--- src/fft_types_pkg.sv ---
// Sample, beat and output-word types shared by the FFT post-processing path.
// Frame sizes run from 8 to 256 points. CORDIC words carry two growth bits.

package fft_types_pkg;

  // Frame size limits, as log2
  localparam int MAX_FFT_SIZE_LOG2 = 8;
  localparam int MIN_FFT_SIZE_LOG2 = 3;
  localparam int MAX_FFT_SIZE      = 1 << MAX_FFT_SIZE_LOG2;
  localparam int SIZE_LOG2_W       = $clog2(MAX_FFT_SIZE_LOG2 + 1);

  // CORDIC vectoring pipeline
  localparam int          NUM_CORDIC_STAGES = 12;
  localparam int          CORDIC_W          = 18;
  // 0.60725 as an unsigned 16-bit fraction
  localparam logic [15:0] CORDIC_GAIN_Q16   = 16'd39797;
  localparam logic [14:0] MAG_MAX           = 15'h7FFF;

  typedef struct packed {
    logic signed [15:0] i;
    logic signed [15:0] q;
  } cplx_t;

  typedef struct packed {
    cplx_t sample;
    logic  valid;
    logic  last;
  } beat_t;

  typedef struct packed {
    logic signed [CORDIC_W-1:0] x;
    logic signed [CORDIC_W-1:0] y;
    logic                       valid;
    logic                       last;
  } cordic_beat_t;

  // Magnitude sits in the real half, imaginary half stays zero
  typedef struct packed {
    logic        zero;
    logic [14:0] mag;
    logic [15:0] pad;
  } mag_view_t;

  typedef union packed {
    cplx_t     cplx;
    mag_view_t mag;
  } out_word_u;

endpackage

--- src/spectrum_output.sv ---
// Gain correction and output select. Magnitude is rounded and saturated to 15 bits.
// Mode changes are only legal while the block is idle.
`timescale 1ns/1ps

module spectrum_output
  import fft_types_pkg::*;
(
  input  logic         ce_clk,
  input  logic         i_reset,
  input  logic         i_mag_mode,
  input  beat_t        i_shift_beat,
  input  cordic_beat_t i_stage,
  output out_word_u    o_word,
  output logic         o_valid,
  output logic         o_last
);

  // Half an LSB of the Q16 product
  localparam logic [CORDIC_W+15:0] ROUND_HALF = (CORDIC_W+16)'(32768);

  logic [CORDIC_W-1:0]    x_pos;
  logic [CORDIC_W+15:0]   product;
  logic [CORDIC_W-1:0]    rounded;
  logic [14:0]            mag_sat;
  logic [14:0]            mag_q;
  logic                   mag_valid;
  logic                   mag_last;
  out_word_u              next_word;
  logic                   sel_valid;
  logic                   sel_last;

  ////////////////////////////////////////////////////////////////////////////
  // Scale stage
  ////////////////////////////////////////////////////////////////////////////

  // Vectoring keeps x non-negative; a negative x clips to zero
  assign x_pos   = i_stage.x[CORDIC_W-1] ? '0 : CORDIC_W'(i_stage.x);
  assign product = x_pos * CORDIC_GAIN_Q16;
  assign rounded = CORDIC_W'((product + ROUND_HALF) >> 16);
  assign mag_sat = (rounded > CORDIC_W'(MAG_MAX)) ? MAG_MAX : rounded[14:0];

  always_ff @(posedge ce_clk) begin
    mag_q <= mag_sat;
  end

  always_ff @(posedge ce_clk) begin
    if (i_reset) begin
      mag_valid <= 1'b0;
      mag_last  <= 1'b0;
    end else begin
      mag_valid <= i_stage.valid;
      mag_last  <= i_stage.last;
    end
  end

  ////////////////////////////////////////////////////////////////////////////
  // Output select
  ////////////////////////////////////////////////////////////////////////////

  always_comb begin
    next_word = '0;
    if (i_mag_mode) begin
      next_word.mag.zero = 1'b0;
      next_word.mag.mag  = mag_q;
      next_word.mag.pad  = '0;
    end else begin
      next_word.cplx = i_shift_beat.sample;
    end
  end

  assign sel_valid = i_mag_mode ? mag_valid : i_shift_beat.valid;
  assign sel_last  = i_mag_mode ? mag_last  : i_shift_beat.last;

  always_ff @(posedge ce_clk) begin
    if (i_reset) begin
      o_word  <= '0;
      o_valid <= 1'b0;
      o_last  <= 1'b0;
    end else begin
      o_valid <= sel_valid;
      o_last  <= sel_last;
      if (sel_valid) begin
        o_word <= next_word;
      end
    end
  end

  // Mode may only move while neither input path carries a beat
  a_mode_idle: assert property (@(posedge ce_clk) disable iff (i_reset)
    (i_mag_mode != $past(i_mag_mode)) |->
      !(i_shift_beat.valid || i_stage.valid || mag_valid))
    else $error("output mode changed with a beat in flight");

endmodule

--- config.mk ---
export PLATFORM = sky130hd
export DESIGN_NAME = spectrum_output
export DESIGN_NICKNAME = d
export VERILOG_FILES = /design/src/fft_types_pkg.sv /design/src/spectrum_output.sv
export SDC_FILE = /design/constraint.sdc
export NUM_CORES = 1
export LEC_CHECK = 0
export ABC_AREA = 1
export BUFFER_PORTS_ARGS = -buffer_cell sky130_fd_sc_hd__buf_2
export CORE_ASPECT_RATIO = 1.2
export CORE_MARGIN = 8
export CORE_UTILIZATION = 64
export CTS_CLUSTER_DIAMETER = 60
export CTS_CLUSTER_SIZE = 30
export DETAILED_ROUTE_END_ITERATION = 16
export PLACE_DENSITY = 0.95
export SLEW_MARGIN = 25
export SYNTH_ARGS = -nofsm -noshare
export SYNTH_HDL_FRONTEND = slang
export SYNTH_SLANG_ARGS = --single-unit
export TNS_END_PERCENT = 50
--- constraint.sdc ---
create_clock -name ce_clk -period 10 [get_ports ce_clk]
set_input_delay 1 -clock ce_clk [delete_from_list [all_inputs] [get_ports ce_clk]]
set_output_delay 1 -clock ce_clk [all_outputs]
set_load 0.03 [all_outputs]
# == Word-level counts from Yosys, hierarchy flattened ==
# Cells that the tools add are included.
# op_classes
n_addsub,1
mul,1
div,0
magnitude_cmp,1
n_eq_ne,0
shift,0
mux,4
bitwise,0
reduce_logical,0
# op_table
operator,n
"adder 33 x 16 -> 34 bit, second input constant",1
"multiplier 17 x 16 -> 33 bit, second input constant",1
2-to-1 mux 32 bit,1
"greater-than comparator 18 x 15 -> 1 bit, second input constant",1
2-to-1 mux 17 bit,1
2-to-1 mux 1 bit,2
# word_totals
ff_bits,51
latch_bits,0
ram_bits,0
rom_bits,0
input_bits,75
output_inout_bits,34
word_cells,13
mem_count,0

# == Longest topological paths before layout ==
# logic_depth
ltp_word,4
mapped_depth,32
ltp_nobuf,31

# == Least setup slack after synthesis ==
# Ideal clock, no wire load.
# synth_path
path_kind,in2reg
from,in i_stage[37] (netlist name)
to,reg mag_q[11]
setup_time_ps,116
arrival_time_ps,6259
t_required_ps,9884
slack_ps,3625
path_stages,29
path_buffers,2
cell_sequence,inv_2 > buf_6 > nand2_1 > inv_1 > fa_1 > inv_1 > fa_1 > inv_1 > fa_1 > inv_1 > fa_1 > inv_1 > fa_1 > inv_1 > fa_1 > inv_1 > ha_1 > inv_1 > o21bai_1 > o21bai_1 > a21oi_1 > nor2_1 > nor2_1 > nand2_1 > nand2_1 > nand2_2 > nor2_4 > buf_6 > nand2_2
# synth_between
elab_chain_len,4
# synth_lines
element,line,source
from (decl),spectrum_output.sv:12,"input cordic_beat_t i_stage,"
2-to-1 mux 17 bit (*),spectrum_output.sv:37,assign x_pos = i_stage.x[CORDIC_W-1] ? '0 : CORDIC_W'(i_stage.x);
multiplier 17 x 16 -> 33 bit (*),spectrum_output.sv:38,assign product = x_pos * CORDIC_GAIN_Q16;
adder 33 x 16 -> 34 bit (*),spectrum_output.sv:39,assign rounded = CORDIC_W'((product + ROUND_HALF) >> 16);
greater-than comparator 18 x 15 -> 1 bit,spectrum_output.sv:40,assign mag_sat = (rounded > CORDIC_W'(MAG_MAX)) ? MAG_MAX : rounded[14:0];
to (signal assigned),spectrum_output.sv:43,mag_q <= mag_sat;
to (decl),spectrum_output.sv:25,logic [14:0] mag_q;
# Mark *: on every way between the ends. The rest lies on a longest branch, timed or not.
# A chain may end at the register's enable or synchronous reset.

# == Worst setup path after layout ==
# layout_path
from,in i_stage[37] (netlist name)
to,reg mag_q[1]
# The elaborated chain is that of the path after synthesis.

==> metrics <==
crit path max fanout 15; hold path cells 2; Initial Util 0.647; CP peak stage delay 0.58 ns; met3 usage 0.0364; DRC violations left 0; worst slew pin tran 0.968 ns; die area 0.0158 mm²; hold_ws 0.460 ns; Routed WL per cell 16.0 µm; share of layout cells above drive strength 1 0.123; final wirelength 19400 µm; total negative slack 0 ns; H-tree depth 2; sw power 0.00131 W; PwrDens 283 mW/mm²; f_max 140 MHz; gp weighted congestion 0.948; vias post-DR 6755; crit-path leading delay family adder cells; Yosys cell types 33; DRT iter0 DRCs 589; dpl cells 1204; area delta synth->final 9.74%; M1 GR Usage 0.275; max-cap viol count 0; r2r worst-path depth 5; Final #Nets 1349; maximum vdd drop 0.216 mV; Tcrit/Tclk final 0.713; Worst slew margin 0.353; maximum clock path buffer count 2; Synth Warn # 0; busiest grt layer met2; Startpoint Class input pin; worst path buffer plus inverter count 10; clock latency on the worst-skew pair 0.29 ns; RSZ-0062 raised after global routing no; Arr. time, crit path 7.28 ns; Die X 116 µm; largest net degree at the start of global routing 37; DP HPWL 16300 µm; Net Sw Frac 0.546; global-route wire length before repair 32100 µm; IO buf count 90; Pre-antenna DRT Iters 7; Worst R2R Start mag_valid; kind of critical path in2reg; initial antenna violation count 0; Post-Synthesis Cells 971; CP most frequent cell inv_1; TritonCTS Buffers 5; worst r2r dst o_word[3]; clk_skew 0.00681 ns; Fill cells 888; crit end category register; Endpoint, Worst Hold o_word[8]; CTS tree built; CP required 10.16 ns; Logic pwr share 0.804; synthesized area per cell 7.92 µm²; Post-synth ARST share 0; # resized after CTS 0; Vias/cell 5.57; HP Start o_word[8]; root buffer cell clkbuf_16; Hold WC Path Type reg2reg; #FFs+latches synth 51; GR Util All Layers 0.256; min Tclk post-route 7.13 ns; number of synthesized flops with an enable pin 0; Setup Buffers After CTS 0; sequential share of the synthesized area 0.133; Fin. Hold Viols 0; Cell Area, Synth 0.00769 mm²; GRT met2 Usage 0.470; FF-to-FF setup slack 7.74 ns; Int Power 0.00108 W; antenna viol nets, final 0; clk slew on worst S/H paths 0.07 ns; Overflow after GRT 0; static leakage 4.76 nW; outcome complete, no violations; hold buffer count at CTS 0; FP Rows 44; sequential power share 0.112; Final setup viols 0; Die Ht 136 µm; Finished Layout Cells 1213; vias in the first global route 7119; clock power share 0.084; clk sinks 51; core area 0.0119 mm²; Max Slew Vio Count 0; Max stage delay cell, worst path fa_1; ys flop type dfxtp_1; syn_nets 1270; I/O pin cnt 109
## power groups by stage
stage / logic [W] / clock network [W] / registers [W]
after floorplan: 0.00140 / 0 / 0.000288
after global placement: 0.00180 / 0 / 0.000269
after detailed placement: 0.00187 / 0 / 0.000270
after CTS: 0.00189 / 0.000197 / 0.000267
after global routing: 0.00217 / 0.000208 / 0.000271
final: 0.00192 / 0.000200 / 0.000268
## routing by layer
layer | share of wire | routed length [µm]
met1 | 0.36 | 6960
met2 | 0.53 | 10300
met3 | 0.062 | 1210
met4 | 0.051 | 993
met5 | 0 | 0
## synthesized netlist by cell type, types with 4 or more instances
| master | instances | area (µm²) |
|---|---|---|
| fa_1 | 99 | 1980 |
| inv_1 | 218 | 818 |
| o21ai_0 | 18 | 90.1 |
| a311oi_1 | 15 | 131 |
| xor2_1 | 13 | 114 |
| o21bai_1 | 6 | 45.0 |
| nand2_1 | 159 | 597 |
| or2_2 | 4 | 25.0 |
| clkbuf_1 | 16 | 60.1 |
| nand2_2 | 16 | 100 |
| dfxtp_1 | 51 | 1020 |
| nand3_1 | 29 | 145 |
| a21oi_1 | 59 | 295 |
| nor2_1 | 97 | 364 |
| xnor2_1 | 9 | 78.8 |
| nor3_1 | 7 | 35.0 |
| ha_1 | 125 | 1560 |
## cell type report
| cell class | count | area, µm² | area share |
|---|---|---|---|
| Antenna cell | 1 | 2.50 | 0.000296 |
| Clock buffer | 6 | 139 | 0.0165 |
| Clock inverter | 2 | 38.8 | 0.00460 |
| Inverter | 223 | 837 | 0.0992 |
| Multi-Input combinational cell | 679 | 5750 | 0.681 |
| Sequential cell | 51 | 1020 | 0.121 |
| Tap cell | 161 | 201 | 0.0239 |
| Timing Repair Buffer | 90 | 450 | 0.0534 |
## placed cells by master (no fill, tap or decap), types with 2 or more instances in the layout
cell type,synthesis,final
fa_1,99,99
clkbuf_16,0,5
clkinv_1,2,2
o21bai_1,6,6
nand4_1,3,3
inv_1,218,218
inv_2,3,3
xnor2_1,9,9
nor3_1,7,7
ha_1,125,125
a31oi_1,2,2
nand2_2,16,16
xor2_1,13,13
buf_2,0,90
nand3_1,29,29
nor4_1,3,3
a311oi_1,15,15
dfxtp_1,51,51
nand2_1,159,159
nand3_2,3,3
or2_2,4,4
a21o_1,3,3
a21oi_1,59,59
nand3b_1,2,2
nor2_1,97,97
o21ai_0,18,18
## stage by stage
| stage | worst slack, ns | total power [W] | cell area (µm²) | util |
|---|---|---|---|---|
| final | 2.87 | 0.00239 | 8440 | 0.710 |
| after global routing | 2.54 | 0.00265 | 8440 | 0.710 |
| after CTS | 2.90 | 0.00236 | 8440 | 0.710 |
| after detailed placement | 2.63 | 0.00214 | 8260 | 0.695 |
| after global placement | 2.77 | 0.00207 | 8260 | 0.695 |
| after floorplan | 3.63 | 0.00168 | 7690 | - |
## worst register-to-register path, stage by stage, from the launching register on
cell and delay, ns:
dfxtp_1 0.31, nand2_1 0.05, nand2_1 0.73, clkinv_1 0.73, nand2_1 0.21, a21oi_1 0.09
## kinds of logic after synthesis
family / Yosys count / share of synthesized area
simple gates: 327 / 0.181
buf+inv: 241 / 0.120
fa+ha+maj: 224 / 0.461
compound gates: 106 / 0.0809
flops: 51 / 0.133
xor+xnor: 22 / 0.0251
## flip-flops by register name (all words and copies together) (netlist names)
name	flops
mag_last	1
mag_q	15
mag_valid	1
o_last	1
o_valid	1
o_word	32
## worst max-delay path by stage
| stage | to | depth (start not counted) | start |
|---|---|---|---|
| after detailed placement | mag_q[1] | 28 | i_stage[37] |
| after CTS | mag_q[1] | 28 | i_stage[37] |
| after floorplan | mag_q[11] | 29 | i_stage[37] |
| after global routing | mag_q[14] | 28 | i_stage[37] |
| final | mag_q[1] | 28 | i_stage[37] |
| after global placement | mag_q[1] | 27 | i_stage[37] |
Power figures use the tool's default switching activity.
