===== src/fft_regs_pkg.sv =====
// Settings-bus layout, register map and reset defaults of the FFT back end.
// Size and mode writes are only legal between frames.

package fft_regs_pkg;

  typedef struct packed {
    logic        stb;
    logic [7:0]  addr;
    logic [31:0] data;
  } setting_bus_t;

  ////////////////////////////////////////////////////////////////////////////
  // Register map
  ////////////////////////////////////////////////////////////////////////////

  // Any write here pulses the core reset, data ignored
  localparam logic [7:0] SR_FFT_RESET     = 8'd131;

  // Data bits 3:0 carry the size log2
  localparam logic [7:0] SR_FFT_SIZE_LOG2 = 8'd132;

  // Data bit 0 selects magnitude output
  localparam logic [7:0] SR_MAGNITUDE_OUT = 8'd133;

  ////////////////////////////////////////////////////////////////////////////
  // Defaults
  ////////////////////////////////////////////////////////////////////////////

  localparam logic [3:0] DEFAULT_SIZE_LOG2 = 4'd8;

  // Width of the core reset pulse in clock cycles
  localparam int         FFT_RESET_CYCLES  = 2;

endpackage


===== src/fft_types_pkg.sv =====
// Sample, beat and output-word types shared by the FFT post-processing path.
// Frame sizes run from 8 to 256 points. CORDIC words carry two growth bits.

package fft_types_pkg;

  // Frame size limits, as log2
  localparam int MAX_FFT_SIZE_LOG2 = 8;
  localparam int MIN_FFT_SIZE_LOG2 = 3;
  localparam int MAX_FFT_SIZE      = 1 << MAX_FFT_SIZE_LOG2;
  localparam int SIZE_LOG2_W       = $clog2(MAX_FFT_SIZE_LOG2 + 1);

  // CORDIC vectoring pipeline
  localparam int          NUM_CORDIC_STAGES = 12;
  localparam int          CORDIC_W          = 18;
  // 0.60725 as an unsigned 16-bit fraction
  localparam logic [15:0] CORDIC_GAIN_Q16   = 16'd39797;
  localparam logic [14:0] MAG_MAX           = 15'h7FFF;

  typedef struct packed {
    logic signed [15:0] i;
    logic signed [15:0] q;
  } cplx_t;

  typedef struct packed {
    cplx_t sample;
    logic  valid;
    logic  last;
  } beat_t;

  typedef struct packed {
    logic signed [CORDIC_W-1:0] x;
    logic signed [CORDIC_W-1:0] y;
    logic                       valid;
    logic                       last;
  } cordic_beat_t;

  // Magnitude sits in the real half, imaginary half stays zero
  typedef struct packed {
    logic        zero;
    logic [14:0] mag;
    logic [15:0] pad;
  } mag_view_t;

  typedef union packed {
    cplx_t     cplx;
    mag_view_t mag;
  } out_word_u;

endpackage


===== src/fft_settings.sv =====
// Settings decode for the FFT back end. Out-of-range sizes are clamped to 3..8.
// The core reset is the system reset ORed with a two-cycle stretched pulse.
`timescale 1ns/1ps

module fft_settings
  import fft_types_pkg::*;
  import fft_regs_pkg::*;
(
  input  logic                   ce_clk,
  input  logic                   fft_reset_trigger,
  input  setting_bus_t           i_set,
  output logic                   o_core_reset,
  output logic [SIZE_LOG2_W-1:0] o_size_log2,
  output logic                   o_mag_mode
);

  logic                        wr_reset;
  logic                        wr_size;
  logic                        wr_mode;
  logic [3:0]                  size_req;
  logic [SIZE_LOG2_W-1:0]      size_clamped;
  logic [FFT_RESET_CYCLES-1:0] reset_sr;
  logic                        stretch;

  assign wr_reset = i_set.stb && (i_set.addr == SR_FFT_RESET);
  assign wr_size  = i_set.stb && (i_set.addr == SR_FFT_SIZE_LOG2);
  assign wr_mode  = i_set.stb && (i_set.addr == SR_MAGNITUDE_OUT);
  assign size_req = i_set.data[3:0];

  // Keep the requested size inside the buffer range
  always_comb begin
    if (size_req < 4'(MIN_FFT_SIZE_LOG2)) begin
      size_clamped = SIZE_LOG2_W'(MIN_FFT_SIZE_LOG2);
    end else if (size_req > 4'(MAX_FFT_SIZE_LOG2)) begin
      size_clamped = SIZE_LOG2_W'(MAX_FFT_SIZE_LOG2);
    end else begin
      size_clamped = SIZE_LOG2_W'(size_req);
    end
  end

  always_ff @(posedge ce_clk) begin
    if (fft_reset_trigger) begin
      o_size_log2 <= SIZE_LOG2_W'(DEFAULT_SIZE_LOG2);
      o_mag_mode  <= 1'b0;
    end else begin
      if (wr_size) begin
        o_size_log2 <= size_clamped;
      end
      if (wr_mode) begin
        o_mag_mode <= i_set.data[0];
      end
    end
  end

  // Pulse stretcher, loads all ones and drains from the top bit
  always_ff @(posedge ce_clk) begin
    if (fft_reset_trigger) begin
      reset_sr <= '0;
    end else if (wr_reset) begin
      reset_sr <= '1;
    end else begin
      reset_sr <= {reset_sr[FFT_RESET_CYCLES-2:0], 1'b0};
    end
  end

  assign stretch      = reset_sr[FFT_RESET_CYCLES-1];
  assign o_core_reset = fft_reset_trigger | stretch;

  a_reset_held: assert property (@(posedge ce_clk) disable iff (fft_reset_trigger)
    wr_reset |=> stretch [*FFT_RESET_CYCLES])
    else $error("core reset dropped early");

  a_reset_release: assert property (@(posedge ce_clk) disable iff (fft_reset_trigger)
    wr_reset ##1 (!wr_reset) [*FFT_RESET_CYCLES] |=> !stretch)
    else $error("core reset held too long");

endmodule


===== config.mk =====
export PLATFORM = sky130hd
export DESIGN_NAME = fft_settings
export DESIGN_NICKNAME = d
export VERILOG_FILES = /design/src/fft_regs_pkg.sv /design/src/fft_types_pkg.sv /design/src/fft_settings.sv
export SDC_FILE = /design/constraint.sdc
export NUM_CORES = 1
export LEC_CHECK = 0
export ABC_AREA = 1
export BUFFER_PORTS_ARGS = -buffer_cell sky130_fd_sc_hd__buf_2
export CORE_AREA = 5 5 42 44
export DETAILED_ROUTE_END_ITERATION = 7
export DIE_AREA = 0 0 47 49
export PLACE_DENSITY = 0.76
export SYNTH_ARGS = -nofsm -noshare
export SYNTH_HDL_FRONTEND = slang
export SYNTH_SLANG_ARGS = --single-unit

===== constraint.sdc =====
create_clock -name ce_clk -period 2 [get_ports ce_clk]
set_clock_uncertainty 0.2 [all_clocks]
set_input_delay 0.4 -clock ce_clk [delete_from_list [all_inputs] [get_ports ce_clk]]
set_output_delay 0.4 -clock ce_clk [all_outputs]
set_load 0.01 [all_outputs]

# [Word level (Yosys, flattened, before mapping)]
# Cells that the tools add are included.
[totals] mem_bits_rw=0 regBits=7 mem_count=0 latchBits=0 out_inout_bits=6 romBits=0
[classes] eq_ne=3 mux=3 n_addsub=0 reduce_logical=3 magnitude_cmp=2 n_mul=0 bitwise=1 n_shift=0 div_mod_pow=0
[ops] operator="equality test 8 bit (second input constant)" count=3
[ops] operator="two-way mux 4 bit" count=2
[ops] operator="> comparator 4 bit (second input constant)" count=1
[ops] operator="less-than comparator 4 x 2 -> 1 bit (second input constant)" count=1
[ops] operator="logical AND 1 bit" count=3
[ops] operator="two-way mux 2 bit" count=1
[ops] operator="OR 1 bit" count=1

# [Logic depth before layout (Yosys ltp)]
# Gate-level depths: netlist (run 1).
[logic_depth] word_depth=3 mapped_depth=7 ltp_nobuf=7

# [Worst setup path before layout (run 1)]
# No wires, ideal clock.
[synth_timing] path_kind="input -> output" start="in fft_reset_trigger" end="out o_core_reset" path_buffers=0 path_slack_ns=0.712 required_ns=1.400 stages=1 t_arrival_ns=0.688 path_cell_list="or2_2"
[synth_between] elab_chain_cells=1
[synth_lines] item="from (decl)" line_no="fft_settings.sv:10" text="input logic fft_reset_trigger,"
[synth_lines] item="OR 1 bit" line_no="fft_settings.sv:67" text="assign o_core_reset = fft_reset_trigger | stretch;"
[synth_lines] item="to (decl)" line_no="fft_settings.sv:12" text="output logic o_core_reset,"
# No other way between the ends.

# [Final worst setup path (run 1)]
[layout_timing] start="reg reset_sr[1]" end="out o_core_reset"
[layout_between] elab_chain_cells=1
[layout_lines] item="from (decl)" line_no="fft_settings.sv:22" text="logic [FFT_RESET_CYCLES-1:0] reset_sr;"
[layout_lines] item="from (signal assigned)" line_no="fft_settings.sv:62" text="reset_sr <= {reset_sr[FFT_RESET_CYCLES-2:0], 1'b0};"
[layout_lines] item="OR 1 bit" line_no="fft_settings.sv:67"
# No other way between the ends.

==> results.md, run 1 <==
- Status: completed
- Met1 Track Usage GR: under 10%
- # setup viols final: 0
- Crit-path max cell delay: between 0.2 and 0.3 ns
- Setup_tns: 0 ns
- Layout net count: 129
- Fin crit share: 78.0%
- Crit path arrival time: 0.96 ns
- Power per Cell Area: 560 mW/mm^2
- Switching power: ~80 uW
- Seq/Total Area, Yosys: 33.8%
- Antenna diodes: 0
- Lkg Pwr: approximately 0.00032 uW
- Met3 Use GR: 6.64%
- Total GRT Usage: under 10%
- Postcts setup bufs: 0
- CTS tree: built
- Worst Path Required: around 1.4 ns
- Total grt overflow: 0
- Resized cells post-CTS: 0
- Vias per cell: approximately 4
- Residual DRC: 0
- Synth-to-layout area growth: 35.3%
- CTS root buffer: clkbuf_4
- Crit path max fanout: 1
- Critical path capture point type: output pin
- Placed Cells: between 90 and 100
- Worst IR Drop VDD: around 0.24 mV
- Core box area: 0.00140 mm^2
- First-pass GRT wire length: roughly 1400 um
- Post-route insts no fill: ~100
- H-tree levels: 1
- Netlist cell types: 16
- Net Count, Synth: 104
- Worst hold slack: roughly 0.24 ns
- Met2 global-route usage: 13.3%
- Slew HR: between 80% and 90%
- Layout cell share with drive strength beyond 1: between 30% and 40%
- Clock share of power: approximately two fifths
- Final worst setup slack: about 0.44 ns
- Unrepaired setup endpoints after global routing: false
- Worst-Margin Slew: roughly 0.19 ns
- Final Hold Viols: 0
- Vias: about 400
- Clock Path Buffers: 2
- CP max-delay cell: dfxtp_1
- IO Count: 49
- DIE AREA: 0.00230 mm^2
- Number of port buffers: 20
- Standard-cell rows: 14
- Drt pass-1 iters: 2
- CP Cell Sequence: or2_2 > buf_2
- Max Clock Freq: 0.641 GHz
- Clk_lat worst skew: roughly 0.25 ns
- Sw Ratio: 25.3%
- Reg clk slew, reported paths: 0.05 ns
- Detail Placement HPWL: ~760 um
- DRT Wirelength: just under 900 um
- Detailed Route Iter0 Violations: 4
- Max-slew violations: 0
- Max cap viols: 0
- Gate power share: between 10 and 15%
- Seq pwr share: ~45%
- Initial antenna violation count: 0
- ANT nets after route: 0
- Total CTS buffers: 3
- Period minus WS final: approximately 1.6 ns
- Place WS: ~0.48 ns
- Synthesis warning total: 0
- GRT busiest layer: met2
- Hold Buf Count CTS: 0
- DIE WIDTH: about 47 um
- Crit Path Class: reg -> out
- Mean Syn Cell Area: 6.79 um^2
- Largest net degree at the start of global routing: 7
- WL per Instance: 8.84 um
- Initial core utilization: 29.6%
- Power Internal: about 230 uW
- Die height: between 40 and 50 um
- Mapped Cells: just over 60
- Number of synthesized register bits: 7
- Vias in the first global route: between 300 and 400
- Global placer's final weighted congestion: about 0.76
- HP Class: reg -> reg
- Synthesized area: between 400 and 500 um^2
- Startpoint Class: flop
- Clock sinks: 7
==> per-layer routing <==
metal / share of wire [%] / vias up
met5: 0 / -
met4: 0 / 0
met3: 9.0 / 0
met2: 53 / 12
met1: 38 / 165
li1: - / 231
==> power by group through the flow <==
stage / Combinational (uW) / Clock [uW] / Sequential [uW]
2_1_floorplan: 23.3 / 0 / 143
3_3_place_gp: 43.0 / 0 / 143
3_5_place_dp: 44.3 / 0 / 143
4_1_cts: 44.5 / 139 / 140
5_1_grt: 49.7 / 145 / 140
6_report: 43.9 / 130 / 140
==> path summary, 6_finish.rpt <==
| check | start | to | slack (ns) | cells after the start |
|---|---|---|---|---|
| worst min-delay path | reset_sr[0] | reset_sr[1] | 0.24 | 2 |
| worst max register to register | o_mag_mode | o_mag_mode | 1.17 | 3 |
| worst max-delay path | reset_sr[1] | o_core_reset | 0.44 | 2 |
| worst min register to register | reset_sr[0] | reset_sr[1] | 0.24 | 2 |
==> critical path: cells and delay by family, from the launching register on <==
| family | cells | cell delay [ns] |
|---|---|---|
| buf+inv | 1 | 0.14 |
| flops | 1 | 0.29 |
| simple gates | 1 | 0.28 |
==> per-stage QoR <==
step | total power (uW) | area, um^2 | util [%]
4_1_cts | 323 | 561 | 40.0
3_3_place_gp | 186 | 534 | 38.1
6_report | 314 | 561 | 40.0
5_1_grt | 334 | 561 | 40.0
3_5_place_dp | 187 | 534 | 38.1
2_1_floorplan | 166 | 414 | -
==> cells by family (layout without fill, tap and decap cells) <==
kind of cell           count (synthesis)  count (layout)  synth area share (%)
AO/OA/AOI/OAI                          2               2                  2.41
buffers and inverters                 14              38                  12.7
flip-flops                             7               7                  33.8
AND/OR/NAND/NOR                       38              38                  51.1
==> layout make-up <==
cell class                 count  area [um^2]
fill                         159          841
multi-input combinational     40          221
sequential                     7          140
timing repair buffer          20          100
inverter                      14         52.6
clock buffer                   4         26.3
tap                           16         20.0
==> sequential cells by signal, summed over array words and instances, names as in the netlist <==
signal and flops:
reset_sr 2, o_size_log2 4, o_mag_mode 1
==> placed cells by master, fill, tap and decap left out <==
cell type | netlist | final
buf_2 | 0 | 20
inv_1 | 14 | 14
nor2_1 | 14 | 14
nand2_1 | 9 | 9
dfxtp_1 | 7 | 7
nand2_2 | 3 | 3
nand4_1 | 3 | 3
clkbuf_4 | 0 | 3
nand3_1 | 2 | 2
or2_2 | 1 | 1
nor2_8 | 1 | 1
nor2_2 | 1 | 1
nor2_4 | 1 | 1
nand3_4 | 1 | 1
nand3_2 | 1 | 1
and2_0 | 1 | 1
o21ai_1 | 1 | 1
a21oi_1 | 1 | 1
clkbuf_1 | 0 | 1
==> cells in the mapped netlist <==
cell     number  area, um^2
nand3_4       1        17.5
nand3_1       2        10.0
inv_1        14        52.6
dfxtp_1       7         140
or2_2         1        6.26
nand4_1       3        18.8
nand2_1       9        33.8
nand3_2       1        10.0
o21ai_1       1        5.00
nand2_2       3        18.8
nor2_4        1        11.3
nor2_8        1        20.0
nor2_2        1        6.26
nor2_1       14        52.6
a21oi_1       1        5.00
and2_0        1        6.26
Power figures use the tool's default switching activity.
==> run 2, diff against run 1 <==
- CORE_AREA: 5 5 42 44 -> default
- CORE_MARGIN: default -> 5
- CORE_UTILIZATION: default -> 31
- DIE_AREA: 0 0 47 49 -> default
- clock period: 2 -> 1.52 ns (I/O delays scaled with it)
==> run 2 against run 1 <==
  * Clock power grew 29%
  * Sequential cell count is the same
  * Power grew 30%
  * Global-route usage grew 0.67 points
  * Sequential power grew 31%
  * Final area shrank 0.22%
  * Routed wire length shrank 7.6%
  * Critical path depth is the same
  * Register-to-register slack lost 0.48 ns
  * Critical path type unchanged
  * Largest cell class unchanged
  * Largest power group unchanged
==> results.md, run 2 (same netlist as run 1, synthesis figures left out) <==
- CTS tree: built (unchanged)
- Cell area after placement: 533 um^2 (was 534 um^2)
- Status: completed (unchanged)
- Detailed Route Iter0 Violations: 1 (was 4)
- Antenna diodes: 0 (unchanged)
- Fin crit share: 95.9%
- Clk_lat worst skew: 0.25 ns (about the same)
- Max reg flops: 4 (unchanged)
- Hold Buf Count CTS: 0 (unchanged)
- Post-route insts no fill: 100 (was 101)
- Final Cell Area: 559 um^2 (was 561 um^2)
- DIE AREA: 0.00217 mm^2 (was 0.00230 mm^2)
- First-pass GRT wire length: 1430 um (was 1410 um)
- RR Startpoint: o_mag_mode (unchanged)
- Hold depth: 4 (was 2)
- IO Count: 49 (unchanged)
- Clock Path Buffers: 2 (unchanged)
- Unrepaired setup endpoints after global routing: false (unchanged)
- Crit path max fanout: 1 (unchanged)
- Worst path bufs/invs: 1 (unchanged)
- Reg clk slew, reported paths: 0.05 ns (about the same)
- H-tree levels: 1 (unchanged)
- Initial core utilization: 32.2% (was 29.6%)
- Lkg Pwr: 0.000317 uW (unchanged)
- Synth-to-layout area growth: 35.0% (was 35.3%)
- Critical path capture point type: output pin (unchanged)
- Startpoint Class: flop (unchanged)
- Total CTS buffers: 3 (unchanged)
- Final Hold Viols: 0 (unchanged)
- Biggest regs: o_size_log2 (4), reset_sr (2), o_mag_mode (1) (unchanged)
- ANT nets after route: 0 (unchanged)
- Fillers: 129 (was 159)
- Final core occ: 43.5% (was 40.0%)
- Layout net count: 129 (unchanged)
- Placed Cells: 96 (was 97)
- Max Clock Freq: between 0.6 and 0.7 GHz
- Slew HR: 87.8% (was 87.6%)
- CP max-delay cell: dfxtp_1 (unchanged)
- Resized cells post-CTS: 0 (unchanged)
- Crit. path cell count: 2 (unchanged)
- Biggest register: o_size_log2 (unchanged)
- Residual DRC: 0 (unchanged)
- Detail Placement HPWL: 707 um (was 765 um)
- HP Class: in -> reg (was reg -> reg)
- Max-slew violations: 0 (unchanged)
- Setup_tns: 0 ns (unchanged)
- Initial antenna violation count: 0 (unchanged)
- Die height: 46.6 um (was 49 um)
- Most frequent cells in the layout: buf_2 (20), inv_1 (14), nor2_1 (14), nand2_1 (9), dfxtp_1 (7) (unchanged)
- Crit-path max cell delay: 0.29 ns (about the same)
- CTS root buffer: clkbuf_4 (unchanged)
- Max cap viols: 0 (unchanged)
- Crit path arrival time: 0.95 ns (was 0.96 ns)
- Vias per cell: 3.94 (was 4.04)
- Hold Startpoint: i_set[35] (was reset_sr[0])
- Top delay family on crit path: flip-flops (unchanged)
- Global placer's final weighted congestion: 0.699 (was 0.758)
- WL per Instance: 8.25 um (was 8.84 um)
- DRT Wirelength: 825 um (was 893 um)
- Worst Path Required: 1.02 ns (was 1.40 ns)
- Crit Path Class: reg -> out (unchanged)
- Total grt overflow: 0 (unchanged)
- CP Cell Sequence: or2_2 > buf_2 (unchanged)
- Clock sinks: 7 (unchanged)
- Postcts setup bufs: 0 (unchanged)
- Number of port buffers: 20 (unchanged)
- R2R cell count: 3 (unchanged)
- Total GRT Usage: 9.34% (was 8.67%)
- Standard-cell rows: 13 (was 14)
- Largest net degree at the start of global routing: 7 (unchanged)
- Drt pass-1 iters: 2 (unchanged)
- Worst-Margin Slew: 0.183 ns (was 0.186 ns)
- Core box area: 0.00128 mm^2 (was 0.00140 mm^2)
- # setup viols final: 0 (unchanged)
- Commonest non-fill, non-tap cell in the layout: buf_2 (unchanged)
- Layout cell share with drive strength beyond 1: 37.6% (unchanged)
- Vias in the first global route: 380 (was 370)
- Crit path from: reset_sr[1] (unchanged)
- Worst IR Drop VDD: 0.308 mV (was 0.244 mV)
- DIE WIDTH: 46.6 um (was 47 um)
- Vias: 394 (was 408)
- Power per Cell Area: 731 mW/mm^2 (was 560 mW/mm^2)
- Period minus WS final: approximately 1.5 ns
run 2: path summary, 6_finish.rpt:
path / to / slack, ns
worst max-delay path: o_core_reset / 0.06
worst min-delay path: reset_sr[0] / 0.17
worst min register to register: reset_sr[1] / 0.24
worst max register to register: o_mag_mode / 0.69
run 2: power by group:
part / total, uW / switching [uW] / internal (uW)
logic: 56.9 / 32.7 / 24.2
registers: 184 / 0.153 / 184
clock network: 168 / 67.8 / 100
total: 409 / 101 / 308
run 2: routing by layer:
metal	vias up	part of all wire (%)	track usage, %
met4	0	0	1.70
met1	151	46	10.6
met2	12	43	14.6
li1	231	-	-
met5	-	0	0
met3	0	10	6.25
run 2: tightest hold or removal path: cells and delay by family:
family / cells / cell delay, ns
AND/OR/NAND/NOR: 3 / 0.18
buffers and inverters: 1 / 0.09
run 2: layout make-up:
type / count / area, um^2 / area share (%)
multi-input combinational: 40 / 221 / 39.6
sequential: 7 / 140 / 25.1
timing repair buffer: 20 / 100 / 17.9
inverter: 14 / 52.6 / 9.40
clock buffer: 4 / 26.3 / 4.70
tap: 15 / 18.8 / 3.36
run 2: metrics by stage:
step,total power [uW],hold slack (ns),setup WS (ns)
2_1_floorplan,219,0.212,0.409
3_3_place_gp,244,0.223,0.205
3_5_place_dp,245,0.229,0.202
4_1_cts,417,0.159,0.0504
5_1_grt,436,0.196,0.0288
6_report,409,0.167,0.0619
