<file path="src/fft_types_pkg.sv">
// Sample, beat and output-word types shared by the FFT post-processing path.
// Frame sizes run from 8 to 256 points. CORDIC words carry two growth bits.

package fft_types_pkg;

  // Frame size limits, as log2
  localparam int MAX_FFT_SIZE_LOG2 = 8;
  localparam int MIN_FFT_SIZE_LOG2 = 3;
  localparam int MAX_FFT_SIZE      = 1 << MAX_FFT_SIZE_LOG2;
  localparam int SIZE_LOG2_W       = $clog2(MAX_FFT_SIZE_LOG2 + 1);

  // CORDIC vectoring pipeline
  localparam int          NUM_CORDIC_STAGES = 12;
  localparam int          CORDIC_W          = 18;
  // 0.60725 as an unsigned 16-bit fraction
  localparam logic [15:0] CORDIC_GAIN_Q16   = 16'd39797;
  localparam logic [14:0] MAG_MAX           = 15'h7FFF;

  typedef struct packed {
    logic signed [15:0] i;
    logic signed [15:0] q;
  } cplx_t;

  typedef struct packed {
    cplx_t sample;
    logic  valid;
    logic  last;
  } beat_t;

  typedef struct packed {
    logic signed [CORDIC_W-1:0] x;
    logic signed [CORDIC_W-1:0] y;
    logic                       valid;
    logic                       last;
  } cordic_beat_t;

  // Magnitude sits in the real half, imaginary half stays zero
  typedef struct packed {
    logic        zero;
    logic [14:0] mag;
    logic [15:0] pad;
  } mag_view_t;

  typedef union packed {
    cplx_t     cplx;
    mag_view_t mag;
  } out_word_u;

endpackage

</file>
<file path="src/cordic_prerotate.sv">
// Folds each sample into the right half-plane ahead of the vectoring stages.
// A 180 degree turn keeps the magnitude, so no angle is tracked.
`timescale 1ns/1ps

module cordic_prerotate
  import fft_types_pkg::*;
(
  input  logic         ce_clk,
  input  logic         i_reset,
  input  beat_t        i_beat,
  output cordic_beat_t o_stage
);

  logic signed [CORDIC_W-1:0] x_ext;
  logic signed [CORDIC_W-1:0] y_ext;
  logic signed [CORDIC_W-1:0] x_q;
  logic signed [CORDIC_W-1:0] y_q;
  logic                       valid_q;
  logic                       last_q;

  // Sign extension into the growth bits
  assign x_ext = {{(CORDIC_W-16){i_beat.sample.i[15]}}, i_beat.sample.i};
  assign y_ext = {{(CORDIC_W-16){i_beat.sample.q[15]}}, i_beat.sample.q};

  always_ff @(posedge ce_clk) begin
    if (x_ext[CORDIC_W-1]) begin
      x_q <= -x_ext;
      y_q <= -y_ext;
    end else begin
      x_q <= x_ext;
      y_q <= y_ext;
    end
  end

  always_ff @(posedge ce_clk) begin
    if (i_reset) begin
      valid_q <= 1'b0;
      last_q  <= 1'b0;
    end else begin
      valid_q <= i_beat.valid;
      last_q  <= i_beat.last;
    end
  end

  assign o_stage = '{x: x_q, y: y_q, valid: valid_q, last: last_q};

endmodule

</file>
<file path="config.mk">
export PLATFORM = sky130hd
export DESIGN_NAME = cordic_prerotate
export DESIGN_NICKNAME = d
export VERILOG_FILES = /design/src/fft_types_pkg.sv /design/src/cordic_prerotate.sv
export SDC_FILE = /design/constraint.sdc
export NUM_CORES = 1
export LEC_CHECK = 0
export ABC_AREA = 1
export BUFFER_PORTS_ARGS = -buffer_cell sky130_fd_sc_hd__buf_4
export CORE_ASPECT_RATIO = 1.75
export CORE_MARGIN = 3
export CORE_UTILIZATION = 43
export DETAILED_ROUTE_END_ITERATION = 7
export PLACE_DENSITY = 0.76
export SYNTH_ARGS = -nofsm -noshare
export SYNTH_HDL_FRONTEND = slang
export SYNTH_SLANG_ARGS = --single-unit
</file>
<file path="constraint.sdc">
create_clock -name ce_clk -period 1 [get_ports ce_clk]
set_input_delay 0.15 -clock ce_clk [delete_from_list [all_inputs] [get_ports ce_clk]]
set_output_delay 0.15 -clock ce_clk [all_outputs]
set_load 0.1 [all_outputs]
</file>
* After elaboration in Yosys (flattened, before gate mapping)
Index checks and enable logic that the tools add are counted.
** Operators by class
- Add/sub/neg operators :: 2
- Mux-type cells :: 2
** Operators with widths (count)
- 16-bit negation with 18-bit output :: 2
- 18-bit 2-to-1 mux :: 1
- 15-bit 2-to-1 mux :: 1
** Storage, ports and cells
- Register bits after elaboration :: 38
- Bits of input ports :: 36
- Output and inout port bits :: 38
- Logic and storage cells :: 9

* Longest topological paths before layout
Gate-level depths: netlist of the first run.
- Depth in word-level cells :: 2
- Gate-level depth with buffers :: 9
- Mapped depth without buffers :: 9

* Worst setup path after synthesis of the first run
Ideal clock, no wire load.
- Path kind :: reg-to-output
- From :: reg y_q[8]
- To :: out o_stage[10] (netlist bit)
- Data arrival time :: 0.909 ns
- Setup slack :: -0.059 ns
- Stages on the path, launching flop included :: 1
- Path buffers :: 0
- Cell sequence :: dfxtp_1
** RTL lines
- from (decl) :: line cordic_prerotate.sv:17 : logic signed [CORDIC_W-1:0] y_q;
- from (signal assigned) :: line cordic_prerotate.sv:28 : y_q <= -y_ext;
- from (signal assigned) :: line cordic_prerotate.sv:31 : y_q <= y_ext;
- to (decl) :: line cordic_prerotate.sv:11 : output cordic_beat_t o_stage
No word-level cell between the ends.

* Worst setup path in the final report of the first run
- From :: reg valid_q
- To :: out o_stage[1] (netlist bit)
** RTL lines
- from (decl) :: line cordic_prerotate.sv:18 : logic valid_q;
- from (signal assigned) :: line cordic_prerotate.sv:40 : valid_q <= i_beat.valid;
No word-level cell between the ends.

==> results.toml, run 1 <==
[status]
status = "completed"

[power_and_ir_drop]
p_comb_share_pct = 36.1
power_density_mw_per_mm2 = 1790
peakVddDrop_uv = 1200
p_seq_share_pct = 33.5
p_total_uw = 5260
swShare_pct = 36.3
internal_power_uw = 3350
leakagePower_uw = 0.00149
p_sw_uw = 1910
clockPowerShare_pct = 30.4

[yosys]
seq_area_frac_synth_pct = 43.2
syn_inst = 239
synth_ff_type = "dfxtp_1"
avgSynthCellArea_sq_um = 7.37
netlist.area_leader.share_pct = 43.2
synth-edff-count = 0
synthArstFlopShare_pct = 0
yosysWarnings = 0
syn_area_sq_mm = 0.00176
synth_top_cell_by_area = "dfxtp_1"
netlist_top_cells_count = "nand2_1, dfxtp_1, inv_1, nand3_1, nor2_1"
yosysMostFrequentCell = "nand2_1"
ys_top_cells_by_area = "dfxtp_1, nand2_1, inv_1"
yosysUniqueCellTypes = 24
ys_seq_elements = 38

[setup_path]
critPathCaptureType = "primary output"
path_depth = 1
crit_end = "o_stage[1]"
cp-start-kind = "register"
critPathBufInv = 1
cp_cell_sequence = "buf_8"
worstPathRequired_ns = 0.85
startpoint = "valid_q"
crit_family = "flip-flops"
worstPathMaxFanout = 1
arrival_ns = 0.83
max_stage_delay_ns = 0.35
crit_type = "register to primary output"
crit_path_top_delay_cell = "dfxtp_1"

[placed_design]
dpl.hpwl_microns = 3310
place_congestion = 0.904
io_buffers = 73
place_area_sq_mm = 0.00246

[sta]
post-route-period-util_pct = 97.9
setup_violations = 0
timing.hold.ws_ns = 0.0311
hold_viol = 0
slew_viol_final = 0
fmax_ghz = 1.02
rsz0062_at_grt = "true"
period_minus_slack_ns = 0.979
setup_tns_ns = 0

[layout]
n_antenna_cell = 0
final_area_sq_mm = 0.00294
drive_gt1_share_pct = 47.3
area_delta_synth_final_pct = 67.0
final_util_pct = 75.4
finalNetCount = 365
fill_cells = 277

[route]
num_vias = 1803
finalWirelength_microns = 4640
wire_per_inst_microns = 12.3
route.detailed.drc = 0
via_per_inst = 4.80
drtPass1Iterations = 4
first_iter_violations = 26
ant_nets = 0

[grt]
grt_pass1_wl_microns = 7470
track_usage_pct = 20.3
grt_pass1_vias = 1825
grt_max_degree = 13
grt-ovfl-total = 0
grt_antenna_before_repair = 0

[die]
die_h_microns = 90.7
die_w_microns = 54.4
die_area_sq_mm = 0.00493
start_util_pct = 45.1
core-area_sq_mm = 0.00390
ios = 74
rows = 30

[clocking]
cts_inserted_buffers = 5
clkSlewWorstSetupHoldPaths_ns = 0.07
cts_root_buffer = "clkbuf_8"
cts_tree = "yes"
cts.htree.levels = 2
ctsLongestPathBuffers = 2
clkSinkCount = 38
post-cts-setup-buffer-count = 0

[min_path]
hold_class = "input pin to register"

[flow_run]
maxCapViolCount = 0
[worst min path at each step]
| stage | from | to | depth (start not counted) |
|---|---|---|---|
| detailed placement | i_beat[2] | y_q[0] | 1 |
| finish | i_reset | last_q | 2 |
| global route | i_reset | last_q | 2 |
| floorplan | i_beat[18] | x_q[0] | 0 |
| CTS | i_reset | last_q | 2 |
| global placement | i_beat[2] | y_q[0] | 1 |
[routing by layer]
| layer | part of all wire [%] | GRT usage (%) | up-vias |
|---|---|---|---|
| met5 | 0 | 0 | - |
| met4 | 4.0 | 11.6 | 0 |
| met3 | 5.4 | 3.47 | 15 |
| met2 | 60 | 37.7 | 58 |
| met1 | 31 | 18.7 | 836 |
| li1 | - | - | 894 |
[placed cells by master, fill, tap and decap left out]
cell type and instances:
inv_1 33, a21oi_1 1, nand3_2 2, nand4_1 2, o21ai_4 1, conb_1 2, ha_1 2, o21ai_0 4
nor2_2 11, nand2_1 65, nor2_1 22, nand3_1 23, nand2_2 6, clkbuf_8 6, o21ai_1 2, dfxtp_1 2
buf_4 46, inv_2 2, dfxtp_2 36, o21ai_2 1, nand2_4 1, bufinv_16 2, xor2_1 6, buf_8 15
buf_12 14, nor2_4 3, xnor2_1 6, buf_6 9, dlygate4sd3_1 2, nand3b_1 1
[kinds of logic after synthesis]
group	after synthesis	synth area share [%]
adders and majority gates	2	1.42
and+or+nand+nor	136	35.9
xor gates and xnor gates	12	5.97
other	1	0.213
DFF	38	43.2
AOI/OAI and AO/OA	9	3.41
buffers and inverters	41	9.87
[power groups by stage]
stage          combinational (uW)  sequential, uW  clock (uW)
6_report                     1900            1760        1600
5_1_grt                      1980            1770        1710
4_1_cts                      1770            1730        1630
3_5_place_dp                 1660            1740           0
3_3_place_gp                 1650            1740           0
2_1_floorplan                 306            2680           0
[state kept, by name (all words and copies together) (netlist names)]
register and cells:
y_q 18, last_q 1, valid_q 1, x_q 18
[per-stage QoR]
| step | setup WS (ns) | std cells |
|---|---|---|
| CTS | 0.00165 | 376 |
| global route | -0.00729 | 376 |
| global placement | -0.0982 | 366 |
| finish | 0.0206 | 376 |
| detailed placement | -0.130 | 366 |
| floorplan | 0.0551 | 240 |
[timing repair]
item                       in CTS  in global routing
gates resized for setup        43                 38
pin swaps                       0                  0
hold endpoints to repair        2                  0
hold buffers                    2                  0
setup endpoints to repair      38                 29
[layout make-up]
type	count	area [sq um]	share of cell area, %
multi-input combinational	161	831	28.2
timing repair buffer	86	972	33.0
sequential	38	806	27.4
clock inverter	2	60.1	2.04
tap	48	60.1	2.04
inverter	35	131	4.46
clock buffer	6	82.6	2.81
Power figures use the tool's default switching activity.
==> inputs of run 2 (changes only) <==
--- a/config.mk
+++ b/config.mk
@@ -9,9 +9,10 @@
 export BUFFER_PORTS_ARGS = -buffer_cell sky130_fd_sc_hd__buf_4
 export CORE_ASPECT_RATIO = 1.75
 export CORE_MARGIN = 3
-export CORE_UTILIZATION = 43
+export CORE_UTILIZATION = 32
 export DETAILED_ROUTE_END_ITERATION = 7
-export PLACE_DENSITY = 0.76
+export MAX_ROUTING_LAYER = met4
+export SLEW_MARGIN = 20
 export SYNTH_ARGS = -nofsm -noshare
 export SYNTH_HDL_FRONTEND = slang
 export SYNTH_SLANG_ARGS = --single-unit
==> run 2 against run 1 <==
  * Die area rose by 31%
  * Flip-flop and latch count did not move
  * Worst setup slack improved by 0.0064 ns
  * Critical path depth did not move
  * Utilization fell by 20 points
  * Clock power fell by 38%
  * Sequential share of layout area did not move
  * Total power fell by 12%
  * Wire length fell by 2.8%
  * Count of clock-buffer cells in the layout fell by 1
  * Critical endpoint is now o_stage[7]
  * Largest cell class unchanged
  * Highest routed layer unchanged
==> results.toml, run 2 (synthesized netlist as in run 1, its figures left out) <==
[grt]
track_usage_pct = 15.4
grt_antenna_before_repair = 0
grt_max_degree = 24
grt_pass1_wl_microns = 7260
grt_pass1_vias = 1698
grt-ovfl-total = 0

[die]
die_area_sq_mm = 0.00647
die_h_microns = 104
start_util_pct = 33.2
rows = 35
die_w_microns = 62.1
core-area_sq_mm = 0.00530
ios = 74

[setup_path]
crit_family = "flip-flops"
crit_type = "register to primary output"
max_stage_delay_ns = 0.33
critPathCaptureType = "primary output"
critPathBufInv = 1
cp-start-kind = "register"
cp_cell_sequence = "buf_6"
crit_path_top_delay_cell = "dfxtp_2"
worstPathMaxFanout = 1
arrival_ns = 0.82
worstPathRequired_ns = 0.85

[placed_design]
dpl.hpwl_microns = 3480
place_congestion = 0.800
io_buffers = 73

[route]
route.detailed.drc = 0
drtPass1Iterations = 4
ant_nets = 0
wire_per_inst_microns = 11.1
first_iter_violations = 79
finalWirelength_microns = 4510
via_per_inst = 4.21
num_vias = 1711

[sta]
setup_violations = 0
post-route-period-util_pct = 97.3
hold_viol = 0
fmax_ghz = 1.03
slew_viol_final = 0
setup_tns_ns = 0
period_minus_slack_ns = 0.973

[status]
status = "completed"

[layout]
finalNetCount = 370
drive_gt1_share_pct = 47.9
final_util_pct = 55.5
area_delta_synth_final_pct = 67.0
reg_top3 = "x_q: 18 flops, y_q: 18 flops"
final_cell_mix = "nand2_1, buf_4, dfxtp_2, inv_1, buf_8"
n_antenna_cell = 0
final_common_cell = "nand2_1"

[clocking]
clkSlewWorstSetupHoldPaths_ns = 0.08
clkSinkCount = 38
cts_inserted_buffers = 5
ctsLongestPathBuffers = 2
cts.htree.levels = 2
cts_root_buffer = "clkbuf_8"
cts_tree = "yes"

[power_and_ir_drop]
leakagePower_uw = 0.00149
power_density_mw_per_mm2 = 1580
peakVddDrop_uv = 956

[min_path]
hold_class = "input pin to register"

[flow_run]
maxCapViolCount = 0
run 2: metal layers:
layer | vias up | part of all wire [%] | track usage [%]
met1 | 758 | 33 | 14.5
met4 | 0 | 1.9 | 4.70
met3 | 7 | 4.7 | 3.35
met2 | 44 | 60 | 28.6
met5 | - | 0 | -
li1 | 902 | - | -
run 2: power breakdown:
group          internal [uW]  leakage [uW]  switching (uW)
sequential              1670      0.000322            90.2
combinational            613       0.00112            1270
clock                    468     0.0000438             524
total                   2760       0.00149            1880
run 2: repair_timing:
| item | in CTS | in global routing |
|---|---|---|
| endpoints found under the hold margin | 2 | 0 |
| setup buffers | 0 | 0 |
| endpoints found under the setup margin | 38 | 30 |
| resized for setup | 43 | 35 |
| hold buffers | 2 | 0 |
run 2: stage by stage:
stage               instance area, sq um  instances  setup slack (ns)  hold WS (ns)  power, uW
floorplan                           1810        240            0.0551         0.178       2990
global placement                    2540        397            -0.116         0.265       3420
detailed placement                  2540        397            -0.131         0.268       3430
CTS                                 2800        406           0.00139        0.0150       4590
global route                        2940        406          -0.00109        0.0160       4840
finish                              2940        406            0.0270        0.0269       4640
run 2: final cells by class:
class	instances	area, sq um
Multi-Input combinational cell	161	831
Inverter	35	131
Fill cell	521	2360
Clock buffer	5	68.8
Timing Repair Buffer	91	1000
Sequential cell	38	806
Tap cell	74	92.6
Clock inverter	2	10.0
run 2: final timing paths:
check	cells after the start	startpoint	end
hold / removal	2	i_reset	valid_q
setup / recovery	1	y_q[5]	o_stage[7]
==> inputs of run 3 (changes only) <==
--- a/config.mk
+++ b/config.mk
@@ -7,11 +7,14 @@
 export LEC_CHECK = 0
 export ABC_AREA = 1
 export BUFFER_PORTS_ARGS = -buffer_cell sky130_fd_sc_hd__buf_4
+export CELL_PAD_IN_SITES_DETAIL_PLACEMENT = 0
+export CELL_PAD_IN_SITES_GLOBAL_PLACEMENT = 1
 export CORE_ASPECT_RATIO = 1.75
 export CORE_MARGIN = 3
-export CORE_UTILIZATION = 32
+export CORE_UTILIZATION = 29
 export DETAILED_ROUTE_END_ITERATION = 7
 export MAX_ROUTING_LAYER = met4
+export PLACE_DENSITY_LB_ADDON = 0.1
 export SLEW_MARGIN = 20
 export SYNTH_ARGS = -nofsm -noshare
 export SYNTH_HDL_FRONTEND = slang
==> run 3 against run 2 <==
  * Critical path depth unchanged
  * Worst hold slack got worse by 0.011 ns
  * Combinational power about the same
  * Count of clock-buffer cells in the layout increased by 3
  * Total power increased by 5.6%
  * Largest power group unchanged
==> results.toml, run 3 (synthesized netlist as in run 1, its figures left out) <==
[setup_path]
worstPathRequired_ns = 0.85
critPathCaptureType = "primary output"
worstPathMaxFanout = 1
cp_cell_sequence = "buf_12"
crit_type = "register to primary output"
crit_path_top_delay_cell = "dfxtp_2"
crit_family = "flip-flops"
cp-start-kind = "register"
max_stage_delay_ns = 0.37
critPathBufInv = 1
arrival_ns = 0.83

[layout]
final_cell_mix = "nand2_1, buf_4, dfxtp_2, inv_1, buf_8"
final_common_cell = "nand2_1"
area_delta_synth_final_pct = 70.7
fill_cells = 600
reg_top3 = "x_q: 18 flops, y_q: 18 flops"
drive_gt1_share_pct = 48.8
n_antenna_cell = 0
regArea_sq_um = 808
finalNetCount = 371
multiInputGateArea_sq_um = 831
final_util_pct = 51.1

[route]
wire_per_inst_microns = 11.3
first_iter_violations = 51
route.detailed.drc = 0
drtPass1Iterations = 4
ant_nets = 0
via_per_inst = 4.19
num_vias = 1728
finalWirelength_microns = 4640

[clocking]
cts_inserted_buffers = 5
cts.htree.levels = 2
ctsLongestPathBuffers = 2
cts_root_buffer = "clkbuf_8"
cts_tree = "yes"
clkSlewWorstSetupHoldPaths_ns = 0.07
clkSinkCount = 38

[grt]
grt-ovfl-total = 0
track_usage_pct = 14.5
grt_antenna_before_repair = 0
grt_pass1_wl_microns = 7580
grt_pass1_vias = 1699
grt_max_degree = 15

[sta]
slew_viol_final = 0
fmax_ghz = 1.02
post-route-period-util_pct = 98.0
setup_violations = 0
period_minus_slack_ns = 0.980
hold_viol = 0

[placed_design]
place_congestion = 0.796
dpl.hpwl_microns = 3760
io_buffers = 73

[die]
rows = 37
core-area_sq_mm = 0.00588
die_area_sq_mm = 0.00708
start_util_pct = 30.0
ios = 74
die_w_microns = 64.9
die_h_microns = 109

[power_and_ir_drop]
leakagePower_uw = 0.00151
power_density_mw_per_mm2 = 1630
peakVddDrop_uv = 847
p_total_uw = 4900

[min_path]
hold_depth = 2
hp-start = "i_reset"
min_to = "last_q"
hold_class = "input pin to register"

[flow_run]
maxCapViolCount = 0

[status]
status = "completed"
==> run 3: cell types whose count changed in the layout (fill, tap and decap cells not counted), sizes merged <==
cell    previous run  this run
clkinv             2         0
buf               89        90
clkbuf             5         8
==> run 3: area by class of cell <==
type	instances	share of cell area, %
clock buffers	8	3.66
well taps	78	3.25
repair buffers	92	34.2
inverters	35	4.37
multi-input cells	161	27.6
flip-flops and latches	38	26.9
==> run 3: worst max path at each step <==
stage               from          end  slack [ns]  cells past startpoint
2_1_floorplan  i_beat[2]       y_q[8]        0.06                      6
3_3_place_gp   i_beat[2]      y_q[14]       -0.12                      8
3_5_place_dp   i_beat[3]      y_q[14]       -0.13                      8
4_1_cts          y_q[16]  o_stage[18]     0.00006                      1
5_1_grt           y_q[3]   o_stage[5]      -0.002                      1
6_report         y_q[12]  o_stage[14]        0.02                      1
==> run 3: repair_timing <==
action | CTS | global route
hold buffers | 2 | 0
setup endpoints to repair | 38 | 35
gates resized for setup | 42 | 45
endpoints found under the hold margin | 2 | 0
buffers inserted | 0 | 0
==> run 3: routing by layer <==
layer,up-vias,track usage (%),share of wire (%)
met5,-,-,0
met4,0,7.26,3.6
met3,10,3.30,5.5
met2,52,27.0,59
met1,759,13.5,32
li1,907,-,-
==> run 3: where the power goes <==
group | switching (uW) | leakage, uW | internal [uW]
Sequential | 89.9 | 0.000322 | 1670
Combinational | 1270 | 0.00113 | 629
Clock | 538 | 0.0000575 | 697
==> run 3: through the flow <==
step / cells / hold slack (ns) / setup TNS (ns) / setup slack [ns] / area, sq um
6_report: 412 / 0.0162 / 0 / 0.0204 / 3010
5_1_grt: 412 / 0.0108 / -0.00234 / -0.00228 / 3010
4_1_cts: 412 / 0.0183 / 0 / 0.0000606 / 2830
3_5_place_dp: 402 / 0.266 / -1.33 / -0.134 / 2540
3_3_place_gp: 402 / 0.265 / -1.13 / -0.123 / 2540
2_1_floorplan: 240 / 0.178 / 0 / 0.0551 / 1810
